## config.mk

```make
export PLATFORM = sky130hd
export DESIGN_NAME = xt_display_core
export DESIGN_NICKNAME = d
export VERILOG_FILES = /design/src/rtl/xt_video_pkg.sv /design/src/rtl/xt_display_core.sv /design/src/rtl/monitor_tint.sv /design/src/rtl/luma_weigh.sv /design/src/rtl/splash_hold.sv /design/src/rtl/cpu_clock_enables.sv
export SDC_FILE = /design/constraint.sdc
export NUM_CORES = 1
export LEC_CHECK = 0
export BUFFER_PORTS_ARGS = -buffer_cell sky130_fd_sc_hd__clkbuf_2
export CAP_MARGIN = 20
export CORE_UTILIZATION = 30
export DETAILED_ROUTE_END_ITERATION = 12
export SETUP_SLACK_MARGIN = 0.02
export SLEW_MARGIN = 20
export SYNTH_ARGS = -nofsm -noshare
export SYNTH_HDL_FRONTEND = slang
export SYNTH_SLANG_ARGS = --single-unit
```

## constraint.sdc

```tcl
create_clock -name clk_14_318 -period 3.8 [get_ports clk_14_318]
set_clock_uncertainty 0.2 [all_clocks]
set_input_delay 0.19 -clock clk_14_318 [delete_from_list [all_inputs] [get_ports clk_14_318]]
set_output_delay 0.19 -clock clk_14_318 [all_outputs]
set_load 0.02 [all_outputs]
```

## src/rtl/xt_video_pkg.sv

```systemverilog
// XT display core shared definitions
//

package xt_video_pkg;

	////////////////////////////////////////
	// Video widths
	////////////////////////////////////////

	// Incoming CGA-style channel
	localparam int COLOR_W = 6;
	// Outgoing VGA channel
	localparam int VGA_W   = 8;

	typedef logic [COLOR_W-1:0] color_t;
	typedef logic [VGA_W-1:0]   vga_t;

	// Monitor type chosen by the user
	typedef enum logic [1:0] {
		TINT_COLOR = 2'd0,
		TINT_GREEN = 2'd1,
		TINT_AMBER = 2'd2,
		TINT_MONO  = 2'd3
	} tint_mode_t;

	// Luma factors in 1/1024 units
	localparam int RED_FACTOR   = 218;
	localparam int GREEN_FACTOR = 732;
	localparam int BLUE_FACTOR  = 74;
	// Round to nearest before the shift
	localparam int LUMA_SHIFT   = 10;
	localparam int LUMA_ROUND   = 512;
	// One table entry per channel code
	localparam int LUMA_ENTRIES = 1 << COLOR_W;

	// Pixel in to pixel out
	localparam int VIDEO_LATENCY = 2;

	////////////////////////////////////////
	// Splash hold
	////////////////////////////////////////

	localparam int SPLASH_SECONDS = 5;
	localparam int TICK_W         = 24;
	localparam int SEC_W          = $clog2(SPLASH_SECONDS + 1);
	// One second at 14.318 MHz
	localparam logic [TICK_W-1:0] SECOND_TICKS_DEFAULT = 24'd14318000;

	////////////////////////////////////////
	// Clock enables
	////////////////////////////////////////

	// 14.318 / 3 = 4.77 MHz
	localparam int SLOW_DIV = 3;
	// 14.318 / 2 = 7.16 MHz
	localparam int FAST_DIV = 2;
	// Wide enough for the slower ratio
	localparam int CE_CNT_W = $clog2(SLOW_DIV);

endpackage
```

## src/rtl/xt_display_core.sv

```systemverilog
// XT display and timing core
//
`timescale 1ns/100ps

module xt_display_core import xt_video_pkg::*; #(
	parameter logic [TICK_W-1:0] second_ticks = SECOND_TICKS_DEFAULT
) (
	input  logic       clk_14_318,
	input  logic       reset,
	input  logic       turbo,
	input  logic       skip_splash,
	input  tint_mode_t tint_mode,
	input  color_t     red,
	input  color_t     green,
	input  color_t     blue,
	input  logic       de,
	input  logic       hsync,
	input  logic       vsync,
	output logic       cpu_ce,
	output logic       periph_ce,
	output logic       splash_active,
	output logic       cpu_reset,
	output vga_t       vga_r,
	output vga_t       vga_g,
	output vga_t       vga_b,
	output logic       vga_de,
	output logic       vga_hs,
	output logic       vga_vs
);

	// Stage 1 to stage 2
	color_t     luma;
	tint_mode_t mode_d;
	color_t     red_d;
	color_t     green_d;
	color_t     blue_d;
	logic       de_d;
	logic       hsync_d;
	logic       vsync_d;

	////////////////////////////////////////
	// Timing
	////////////////////////////////////////

	cpu_clock_enables u_clock_enables (
		.clk_14_318 (clk_14_318),
		.reset      (reset),
		.turbo      (turbo),
		.cpu_ce     (cpu_ce),
		.periph_ce  (periph_ce)
	);

	// Machine held in reset while the logo shows
	splash_hold #(
		.second_ticks (second_ticks)
	) u_splash_hold (
		.clk_14_318    (clk_14_318),
		.reset         (reset),
		.skip_splash   (skip_splash),
		.splash_active (splash_active),
		.cpu_reset     (cpu_reset)
	);

	////////////////////////////////////////
	// Video path
	////////////////////////////////////////

	luma_weigh u_luma_weigh (
		.clk_14_318 (clk_14_318),
		.reset      (reset),
		.tint_mode  (tint_mode),
		.red        (red),
		.green      (green),
		.blue       (blue),
		.de         (de),
		.hsync      (hsync),
		.vsync      (vsync),
		.luma       (luma),
		.mode_d     (mode_d),
		.red_d      (red_d),
		.green_d    (green_d),
		.blue_d     (blue_d),
		.de_d       (de_d),
		.hsync_d    (hsync_d),
		.vsync_d    (vsync_d)
	);

	// Combines luma and raw colour per the pixel's mode
	monitor_tint u_monitor_tint (
		.clk_14_318 (clk_14_318),
		.reset      (reset),
		.mode_d     (mode_d),
		.luma       (luma),
		.red_d      (red_d),
		.green_d    (green_d),
		.blue_d     (blue_d),
		.de_d       (de_d),
		.hsync_d    (hsync_d),
		.vsync_d    (vsync_d),
		.vga_r      (vga_r),
		.vga_g      (vga_g),
		.vga_b      (vga_b),
		.vga_de     (vga_de),
		.vga_hs     (vga_hs),
		.vga_vs     (vga_vs)
	);

endmodule

```

## src/rtl/monitor_tint.sv

```systemverilog
// Monitor tint video stage
//
`timescale 1ns/100ps

module monitor_tint import xt_video_pkg::*; (
	input  logic       clk_14_318,
	input  logic       reset,
	input  tint_mode_t mode_d,
	input  color_t     luma,
	input  color_t     red_d,
	input  color_t     green_d,
	input  color_t     blue_d,
	input  logic       de_d,
	input  logic       hsync_d,
	input  logic       vsync_d,
	output vga_t       vga_r,
	output vga_t       vga_g,
	output vga_t       vga_b,
	output logic       vga_de,
	output logic       vga_hs,
	output logic       vga_vs
);

	// Tinted 6-bit channels
	color_t tint_r;
	color_t tint_g;
	color_t tint_b;

	////////////////////////////////////////
	// Tint select
	////////////////////////////////////////

	always_comb begin
		tint_r = '0;
		tint_g = '0;
		tint_b = '0;
		case (mode_d)
			TINT_COLOR: begin
				tint_r = red_d;
				tint_g = green_d;
				tint_b = blue_d;
			end
			// Green phosphor
			TINT_GREEN: begin
				tint_g = luma;
			end
			// Amber with green at half strength
			TINT_AMBER: begin
				tint_r = luma;
				tint_g = luma >> 1;
			end
			// White phosphor
			TINT_MONO: begin
				tint_r = luma;
				tint_g = luma;
				tint_b = luma;
			end
		endcase
	end

	////////////////////////////////////////
	// Stage 2 register
	////////////////////////////////////////

	always_ff @(posedge clk_14_318) begin
		if (reset) begin
			vga_r  <= '0;
			vga_g  <= '0;
			vga_b  <= '0;
			vga_de <= 1'b0;
			vga_hs <= 1'b0;
			vga_vs <= 1'b0;
		end else begin
			// Top-aligned in the 8-bit channel
			vga_r  <= {tint_r, {(VGA_W - COLOR_W){1'b0}}};
			vga_g  <= {tint_g, {(VGA_W - COLOR_W){1'b0}}};
			vga_b  <= {tint_b, {(VGA_W - COLOR_W){1'b0}}};
			vga_de <= de_d;
			vga_hs <= hsync_d;
			vga_vs <= vsync_d;
		end
	end

endmodule

```

## src/rtl/luma_weigh.sv

```systemverilog
// Luma weighting video stage
//
`timescale 1ns/100ps

module luma_weigh import xt_video_pkg::*; (
	input  logic       clk_14_318,
	input  logic       reset,
	input  tint_mode_t tint_mode,
	input  color_t     red,
	input  color_t     green,
	input  color_t     blue,
	input  logic       de,
	input  logic       hsync,
	input  logic       vsync,
	output color_t     luma,
	output tint_mode_t mode_d,
	output color_t     red_d,
	output color_t     green_d,
	output color_t     blue_d,
	output logic       de_d,
	output logic       hsync_d,
	output logic       vsync_d
);

	// Per-channel weight lookups
	color_t red_table   [LUMA_ENTRIES];
	color_t green_table [LUMA_ENTRIES];
	color_t blue_table  [LUMA_ENTRIES];

	color_t red_w;
	color_t green_w;
	color_t blue_w;

	// Rounded index * factor / 1024
	function automatic color_t weight(input int index, input int factor);
		return color_t'((index * factor + LUMA_ROUND) >> LUMA_SHIFT);
	endfunction

	////////////////////////////////////////
	// Weight tables
	////////////////////////////////////////

	// Constant weights for every channel code
	for (genvar i = 0; i < LUMA_ENTRIES; i++) begin : g_table
		assign red_table[i]   = weight(i, RED_FACTOR);
		assign green_table[i] = weight(i, GREEN_FACTOR);
		assign blue_table[i]  = weight(i, BLUE_FACTOR);
	end

	assign red_w   = red_table[red];
	assign green_w = green_table[green];
	assign blue_w  = blue_table[blue];

	////////////////////////////////////////
	// Stage 1 register
	////////////////////////////////////////

	always_ff @(posedge clk_14_318) begin
		if (reset) begin
			luma    <= '0;
			mode_d  <= TINT_COLOR;
			red_d   <= '0;
			green_d <= '0;
			blue_d  <= '0;
			de_d    <= 1'b0;
			hsync_d <= 1'b0;
			vsync_d <= 1'b0;
		end else begin
			// Factors add to 1024 so the sum stays in 6 bits
			luma    <= red_w + green_w + blue_w;
			// Mode rides along with its pixel
			mode_d  <= tint_mode;
			red_d   <= red;
			green_d <= green;
			blue_d  <= blue;
			de_d    <= de;
			hsync_d <= hsync;
			vsync_d <= vsync;
		end
	end

endmodule

```

## src/rtl/splash_hold.sv

```systemverilog
// Power-on splash hold
//
`timescale 1ns/100ps

module splash_hold import xt_video_pkg::*; #(
	parameter logic [TICK_W-1:0] second_ticks = SECOND_TICKS_DEFAULT
) (
	input  logic clk_14_318,
	input  logic reset,
	input  logic skip_splash,
	output logic splash_active,
	output logic cpu_reset
);

	// Cycles within the current second
	logic [TICK_W-1:0] tick_cnt;
	// Whole seconds since reset
	logic [SEC_W-1:0]  sec_cnt;

	logic tick_wrap;
	logic last_tick;
	logic hold_done;
	logic splash_next;

	assign tick_wrap = (tick_cnt == second_ticks - 1'b1);

	// Final cycle of the final second
	assign last_tick = tick_wrap && (sec_cnt == SEC_W'(SPLASH_SECONDS - 1));

	// User skip wins over the timer
	assign hold_done = skip_splash || last_tick;

	// Hold can only fall, never rise again
	assign splash_next = splash_active && !hold_done;

	////////////////////////////////////////
	// Second timer
	////////////////////////////////////////

	always_ff @(posedge clk_14_318) begin
		if (reset) begin
			tick_cnt <= '0;
			sec_cnt  <= '0;
		end else if (splash_active) begin
			// Counters freeze once the hold clears
			if (tick_wrap) begin
				tick_cnt <= '0;
				sec_cnt  <= sec_cnt + 1'b1;
			end else begin
				tick_cnt <= tick_cnt + 1'b1;
			end
		end
	end

	////////////////////////////////////////
	// Hold flag and CPU reset
	////////////////////////////////////////

	always_ff @(posedge clk_14_318) begin
		if (reset) begin
			splash_active <= 1'b1;
			cpu_reset     <= 1'b1;
		end else begin
			splash_active <= splash_next;
			// CPU and chipset leave reset together with the splash
			cpu_reset     <= splash_next;
		end
	end

endmodule

```

## src/rtl/cpu_clock_enables.sv

```systemverilog
// CPU and peripheral clock enables
//
`timescale 1ns/100ps

module cpu_clock_enables import xt_video_pkg::*; (
	input  logic clk_14_318,
	input  logic reset,
	input  logic turbo,
	output logic cpu_ce,
	output logic periph_ce
);

	// Peripheral side always runs at 4.77 MHz
	logic [CE_CNT_W-1:0] periph_cnt;
	logic                periph_wrap;

	// CPU side with its ratio picked at each wrap
	logic [CE_CNT_W-1:0] cpu_cnt;
	logic [CE_CNT_W-1:0] cpu_last;
	logic                cpu_fast;
	logic                cpu_wrap;

	assign periph_wrap = (periph_cnt == CE_CNT_W'(SLOW_DIV - 1));

	// Terminal count for the current CPU period
	assign cpu_last = cpu_fast ? CE_CNT_W'(FAST_DIV - 1) : CE_CNT_W'(SLOW_DIV - 1);
	assign cpu_wrap = (cpu_cnt == cpu_last);

	////////////////////////////////////////
	// Peripheral divider
	////////////////////////////////////////

	always_ff @(posedge clk_14_318) begin
		if (reset) begin
			periph_cnt <= '0;
			periph_ce  <= 1'b0;
		end else begin
			periph_ce <= periph_wrap;
			if (periph_wrap)
				periph_cnt <= '0;
			else
				periph_cnt <= periph_cnt + 1'b1;
		end
	end

	////////////////////////////////////////
	// CPU divider
	////////////////////////////////////////

	always_ff @(posedge clk_14_318) begin
		if (reset) begin
			cpu_cnt  <= '0;
			cpu_ce   <= 1'b0;
			// First period already follows the switch
			cpu_fast <= turbo;
		end else begin
			cpu_ce <= cpu_wrap;
			if (cpu_wrap) begin
				cpu_cnt  <= '0;
				// Speed change only on a period boundary
				cpu_fast <= turbo;
			end else begin
				cpu_cnt <= cpu_cnt + 1'b1;
			end
		end
	end

endmodule

```

==> key figures, run 1 <==
Synth
  • Compound-Gate Fraction of Synth Area: between 10% and 20%
  • Largest family of logic cells by synthesized area: simple AND/OR/NAND/NOR gates
  • Post-synth EDFFs: 1
  • Distinct cells, synth: 60
  • Area leader, netlist: dfxtp_1
  • XOR/XNOR Fraction of Synth Area: under 10%
  • Mapped cell area: 4320 um^2
  • Adder-Cell Fraction of Synth Area: 8.46%
  • Sequential-to-total area share from yosys stat: around two fifths
  • Ys Warns: 0
  • Most used DFF post-synth: dfxtp_1
  • Synth Area in Simple Gates: 24.1%
  • Number of synthesized register bits: 85
  • Mux contribution to synthesized area: 3.24%
  • Top cell type's share of synthesized area: 38.9%
  • Area contributors post-synth: dfxtp_1, ha_1, nor2b_1
  • Async S/R FF share, synth: 0%
  • Post-Synthesis Cells: 486
  • Post-Syn Area per Cell: 8.89 um^2

GRT
  • Grt met1 use: 16.0%
  • Grt met3 use: 2.57%
  • Pin count of the biggest net entering global routing: 38
  • Initial antenna violation count: 0
  • First-pass GRT wire length: 15.4 mm
  • GR peak layer: met2
  • Aggregate global routing overflow: 0
  • GRT Util Overall: about an eighth
  • Vias in the first global route: around 3.3k
  • GRT met2 Usage: 22.3%

Finish
  • Fin nets: 590
  • Leading cell type in the layout, fill and taps excluded: dfxtp_1
  • Layout cells sized above 1: 15.5%
  • Non-Filler Instances: 722
  • Most frequent cells in the layout: dfxtp_1, nor2_1, clkbuf_2, a21oi_1, nor2b_1
  • Antenna fix cells: 0
  • Design area: just over 5000 um^2
  • Area delta synth->final: 18.4%

Setup path
  • Worst setup EP type: register
  • Worst path required time: a little under 4000 ps
  • Crit Path Class: primary input to register
  • CP Launch Type: primary input
  • CP peak stage delay: 500 ps
  • Critical Path Most Common Cell: inv_1
  • CP Max Fanout: 9
  • Crit path cell chain: clkbuf_2, inv_1, ha_1, nor2_1, a211o_1, o21ai_0, mux4_2, fa_1, inv_1, ha_1, inv_1, fa_1, nor2b_1, o21ai_0, and3_1, nor3_1
  • CP arrival: around 3500 ps
  • CP max stage cell: mux4_2

Drt
  • DRT Wirelength: 9.24 mm
  • Initial DRC Count: 167
  • DRC viols: 0
  • Final ANT Viol Nets: 0
  • WL per Instance: roughly 13 um
  • First-pass DRT Iterations: 4
  • Via count of the routed design: 3549
  • Vias/cell: 4.92

STA
  • RSZ-0062 raised after global routing: no
  • Final Hold Fails: 0
  • Tcrit/Tclk final: roughly nine tenths
  • Slew @ Worst Pin: 806 ps
  • Fmax: 293 MHz
  • Minimum clock period after layout: 3410 ps
  • Worst relative slew slack: 46.2%
  • Count of final setup violators: 0
  • Final setup TNS: 0 ps
  • Max Transition Viols Final: 0

Place
  • Placed Cells incl. Taps: 689
  • DP HPWL: 6.83 mm
  • I/O Buffers: 51
  • Dpl cell area: 4650 um^2
  • GP Congestion: 0.845

Clock network
  • Root Buffer Master: clkbuf_16
  • Cts repair resizes: 0
  • Max Root-Sink Buffers: 2
  • CTS tree: built
  • Inserted Clock Buffers: 9
  • Clock slew at reported path FFs: 70 ps
  • Worst-Skew Late Latency: 340 ps
  • CTS sink count: 85
  • Htree depth: 3

Power
  • VDD IR-drop max: 0.259 mV
  • Power density cells: 427 nW/um^2
  • Pleak: 2.07 nW

Floorplanning
  • Core area: roughly 14000 um^2
  • Die Area: 14900 um^2
  • Die W: 122 um
  • I/O Pins: 58
  • Initial Util: approximately 31%
  • Row cnt: between 40 and 50
  • Die Ht: 122 um

Status
  • Status: completed

Hold path
  • Hold WC Path Type: primary input to register

Run
  • Max Cap Viol: 0
==> state kept, by name, summed over array words and instances (netlist names), 2 cells and up <==
signal                      flops
u_clock_enables.cpu_cnt         2
u_clock_enables.periph_cnt      2
u_luma_weigh.blue_d             6
u_luma_weigh.green_d            6
u_luma_weigh.luma               6
u_luma_weigh.mode_d             2
u_luma_weigh.red_d              6
u_monitor_tint.vga_b            6
u_monitor_tint.vga_g            6
u_monitor_tint.vga_r            6
u_splash_hold.sec_cnt           3
u_splash_hold.tick_cnt         24
==> cells by family (layout without fill, tap and decap cells) <==
logic type      Yosys count  count (layout)
simple gates            185             185
compound gates          111             111
xor+xnor                 11              11
buf+inv                  56             107
mux                      10              10
fa+ha+maj                27              27
other cells               1               6
flops                    85              85
==> power breakdown <==
| part | internal [mW] | total [mW] | switching, mW |
|---|---|---|---|
| clock | 0.466 | 0.858 | 0.392 |
| sequential | 0.950 | 0.996 | 0.0455 |
| combinational | 0.148 | 0.330 | 0.182 |
| total | 1.56 | 2.18 | 0.620 |
==> synth_stat cells, types with 3 or more instances <==
library cell and n:
a211o_1 3, a21oi_1 40, a22oi_1 18, and2_1 3, and3_1 6, and4_1 3, buf_2 3, buf_4 10
clkbuf_1 20, dfxtp_1 84, fa_1 4, ha_1 22, inv_1 21, mux2i_1 5, mux4_2 3, nand2_1 15
nand2b_1 7, nand3_1 12, nand4_1 10, nor2_1 53, nor2b_1 34, nor3_1 7, nor3b_1 6, o21a_1 3
o21ai_0 17, o21ai_1 5, o31ai_1 9, or2_2 3, or3_1 7, or4_1 7, xor2_1 9
==> through the flow <==
stage / utilization, % / hold WS [ps] / total power, mW / worst slack (ps)
global placement: 33.2 / 169 / 1.32 / 250
CTS: 36.6 / 15.1 / 2.21 / 440
finish: 36.6 / 20.7 / 2.18 / 391
floorplan: - / 88.9 / 1.24 / 569
global route: 36.6 / 24.3 / 2.29 / 162
detailed placement: 33.2 / 174 / 1.33 / 68.1
==> worst max-delay path, delay by kind of cell <==
family          cells  cell delay [ps]
mux                 1              500
simple gates        4              730
fa+ha+maj           4             1250
compound gates      3              340
buf+inv             4              450
==> routing by layer <==
| layer | share of wire [%] | vias to the layer above | wire length (um) |
|---|---|---|---|
| li1 | - | 1804 | - |
| met1 | 46 | 1655 | 4250 |
| met2 | 49 | 75 | 4530 |
| met3 | 3.2 | 15 | 295 |
| met4 | 1.7 | 0 | 160 |
| met5 | 0 | - | 0 |
==> repair_timing <==
item                                    4_1_cts  5_1_grt
hold buffers                                 17        0
endpoints found under the setup margin        0        0
buffers inserted                              0        0
hold endpoints to repair                     17        0
==> worst paths after layout <==
path                                                     from                             to  slack (ps)  cells past startpoint
worst min-delay path                                 green[5]        u_luma_weigh.green_d[5]          20                      2
worst max register to register    u_splash_hold.splash_active     u_splash_hold.tick_cnt[23]        1340                      4
worst min register to register  u_clock_enables.periph_cnt[0]  u_clock_enables.periph_cnt[0]         220                      1
worst max-delay path                                 green[1]           u_luma_weigh.luma[5]         390                     16
==> cell type report <==
class	instances	area [um^2]
Fill cell	1440	8870
Sequential cell	85	1710
Inverter	21	78.8
Timing Repair Buffer	70	440
Clock inverter	7	73.8
Tap cell	180	225
Clock buffer	9	225
Multi-Input combinational cell	350	2360
Power figures use the tool's default switching activity.
==> run 2: changes to the inputs <==
- CORE_ASPECT_RATIO: unset -> 0.7
- CORE_UTILIZATION: 30 -> 25
==> run 2 against run 1 <==
Power rose by 0.95%. Die area up 20%. Combinational power increased by 2%.
==> key figures, run 2 (synthesis results as in run 1) <==
Status
  • Status: completed

Clock network
  • Max Root-Sink Buffers: 2 (unchanged)
  • Htree depth: 3 (unchanged)
  • Cts repair resizes: 0 (unchanged)
  • # Post-CTS Setup Buffers: 0 (unchanged)
  • CTS tree: built
  • CTS sink count: 85 (unchanged)
  • Clock slew at reported path FFs: 70 ps (about the same)
  • Inserted Clock Buffers: 9 (unchanged)
  • Worst-Skew Late Latency: 340 ps (about the same)
  • Root Buffer Master: clkbuf_16

Finish
  • Most flops, register: u_splash_hold.tick_cnt
  • Filler cell count: 1788 (+24%)
  • Leading cell type in the layout, fill and taps excluded: dfxtp_1
  • Non-Filler Instances: 768 (+6.4%)
  • Fin nets: 591 (+0.17%)
  • Area delta synth->final: 19.9%
  • Seq. cell area: 1710 um^2 (unchanged)
  • Antenna fix cells: 0 (unchanged)
  • Multi-input logic area: 2360 um^2 (unchanged)
  • Most frequent cells in the layout: dfxtp_1, nor2_1, clkbuf_2, a21oi_1, nor2b_1
  • Layout cells sized above 1: 15.7% (+0.16 points)
  • Number of flip-flops under the largest register name: 24 (unchanged)

Place
  • I/O Buffers: 51 (unchanged)
  • Placed Cells incl. Taps: 735 (+6.7%)
  • GP Congestion: 0.783 (-7.4%)
  • DP HPWL: 7.10 mm (+3.9%)

Floorplanning
  • I/O Pins: 58 (unchanged)
  • Initial Util: 26.0% (-4.8 points)
  • Die W: 159 um (+30%)
  • Die Area: 17800 um^2 (+20%)
  • Core area: 16600 um^2 (+19%)
  • Row cnt: 39 (-9.3%)
  • Die Ht: 112 um (-8.2%)

STA
  • Minimum clock period after layout: 3380 ps (-25.1 ps)
  • Tcrit/Tclk final: 89.1% (-0.66 points)
  • Min Hold Slack: 14.6 ps (-6.10 ps)
  • Worst relative slew slack: 44.2% (-2.0 points)
  • Count of final setup violators: 0 (unchanged)
  • Final Hold Fails: 0 (unchanged)
  • Max Transition Viols Final: 0 (unchanged)
  • Slew @ Worst Pin: 836 ps (+30.2 ps)
  • Final setup TNS: 0 ps (unchanged)
  • RSZ-0062 raised after global routing: no
  • Fmax: 295 MHz (+0.74%)

Setup path
  • Crit path cell chain: dlygate4sd3_1, clkbuf_2, or2_1, or3_1, nand2_1, a21oi_1, fa_1, inv_1, ha_1, inv_1, fa_1, nor2b_1, o21ai_0, and3_1, nor3_1
  • Worst path required time: 3860 ps (about the same)
  • CP Max Fanout: 4 (-5)
  • R2r setup slk: 1450 ps (+110 ps)
  • CP arrival: 3450 ps (-30 ps)
  • CP Launch Type: primary input
  • Worst setup EP type: register
  • CP max stage cell: dlygate4sd3_1
  • CP peak stage delay: 550 ps (+50 ps)
  • Crit Path Class: primary input to register

GRT
  • Vias in the first global route: 3272 (-1.5%)
  • Initial antenna violation count: 0 (unchanged)
  • GRT Util Overall: 11.9% (-1.2 points)
  • Aggregate global routing overflow: 0 (unchanged)
  • Pin count of the biggest net entering global routing: 49 (+29%)
  • First-pass GRT wire length: 16.7 mm (+9.1%)

Power
  • VDD IR-drop max: 0.219 mV (-16%)
  • Tot Pwr: 2.20 mW (+0.95%)
  • Pleak: 2.07 nW (+0.17%)
  • Power density cells: 425 nW/um^2 (-0.32%)

Drt
  • DRC viols: 0 (unchanged)
  • Final ANT Viol Nets: 0 (unchanged)
  • Initial DRC Count: 142 (-15%)
  • WL per Instance: 12.8 um (+0.26%)
  • DRT Wirelength: 9.86 mm (+6.6%)
  • Via count of the routed design: 3491 (-1.6%)
  • Vias/cell: 4.55 (-7.5%)
  • First-pass DRT Iterations: 4 (unchanged)

Run
  • Max Cap Viol: 0 (unchanged)

Hold path
  • Hold WC Path Type: primary input to register
==> run 2: changes by cell type in the layout (fill, tap and decap cells not counted), sizes merged <==
cell | before | now
buf | 2 | 3
clkinv | 2 | 1
clkinvlp | 0 | 1
==> run 2: worst max-delay path: cells and delay by family <==
kind,cells,cell delay [ps]
adder cells (fa/ha/maj),3,1020
AO/OA/AOI/OAI,2,240
AND/OR/NAND/NOR,6,1180
buffers and inverters,4,800
==> run 2: per-layer routing <==
layer	up-vias	track usage (%)	part of all wire [%]	wire (um)
met2	58	15.9	39	3890
met5	-	0	0	0
li1	1814	-	-	-
met1	1613	18.0	58	5680
met4	0	4.49	0.73	72
met3	6	2.87	2.2	217
==> run 2: path summary, 6_finish.rpt <==
check                                startpoint                            end  depth (start not counted)
setup reg to reg      u_splash_hold.tick_cnt[4]     u_splash_hold.tick_cnt[23]                          4
hold / removal                           red[3]          u_luma_weigh.red_d[3]                          2
hold reg to reg   u_clock_enables.periph_cnt[0]  u_clock_enables.periph_cnt[0]                          1
setup / recovery                        blue[0]           u_luma_weigh.luma[5]                         15
==> run 2: area by class of cell <==
class,instances,area share (%)
multi-input cells,350,45.6
flip-flops and latches,85,33.0
repair buffers,71,8.65
well taps,225,5.43
clock buffers,9,4.35
inverters,21,1.52
clock inverters,7,1.45
==> run 2: repair_timing <==
action,4_1_cts,5_1_grt
endpoints found under the setup margin,0,0
hold buffers,17,0
hold endpoints to repair,17,0
==> run 2: metrics by stage <==
step	cell area [um^2]	util, %	setup WS (ps)
6_report	5180	31.2	416
5_1_grt	5180	31.2	181
4_1_cts	5180	31.2	472
3_5_place_dp	4710	28.4	94.6
3_3_place_gp	4710	28.4	214
2_1_floorplan	4340	-	569
==> run 2: report_power, final <==
part / switching, mW / leakage [nW] / internal (mW)
Combinational: 0.189 / 1.23 / 0.149
Sequential: 0.0418 / 0.699 / 0.950
Clock: 0.407 / 0.145 / 0.467
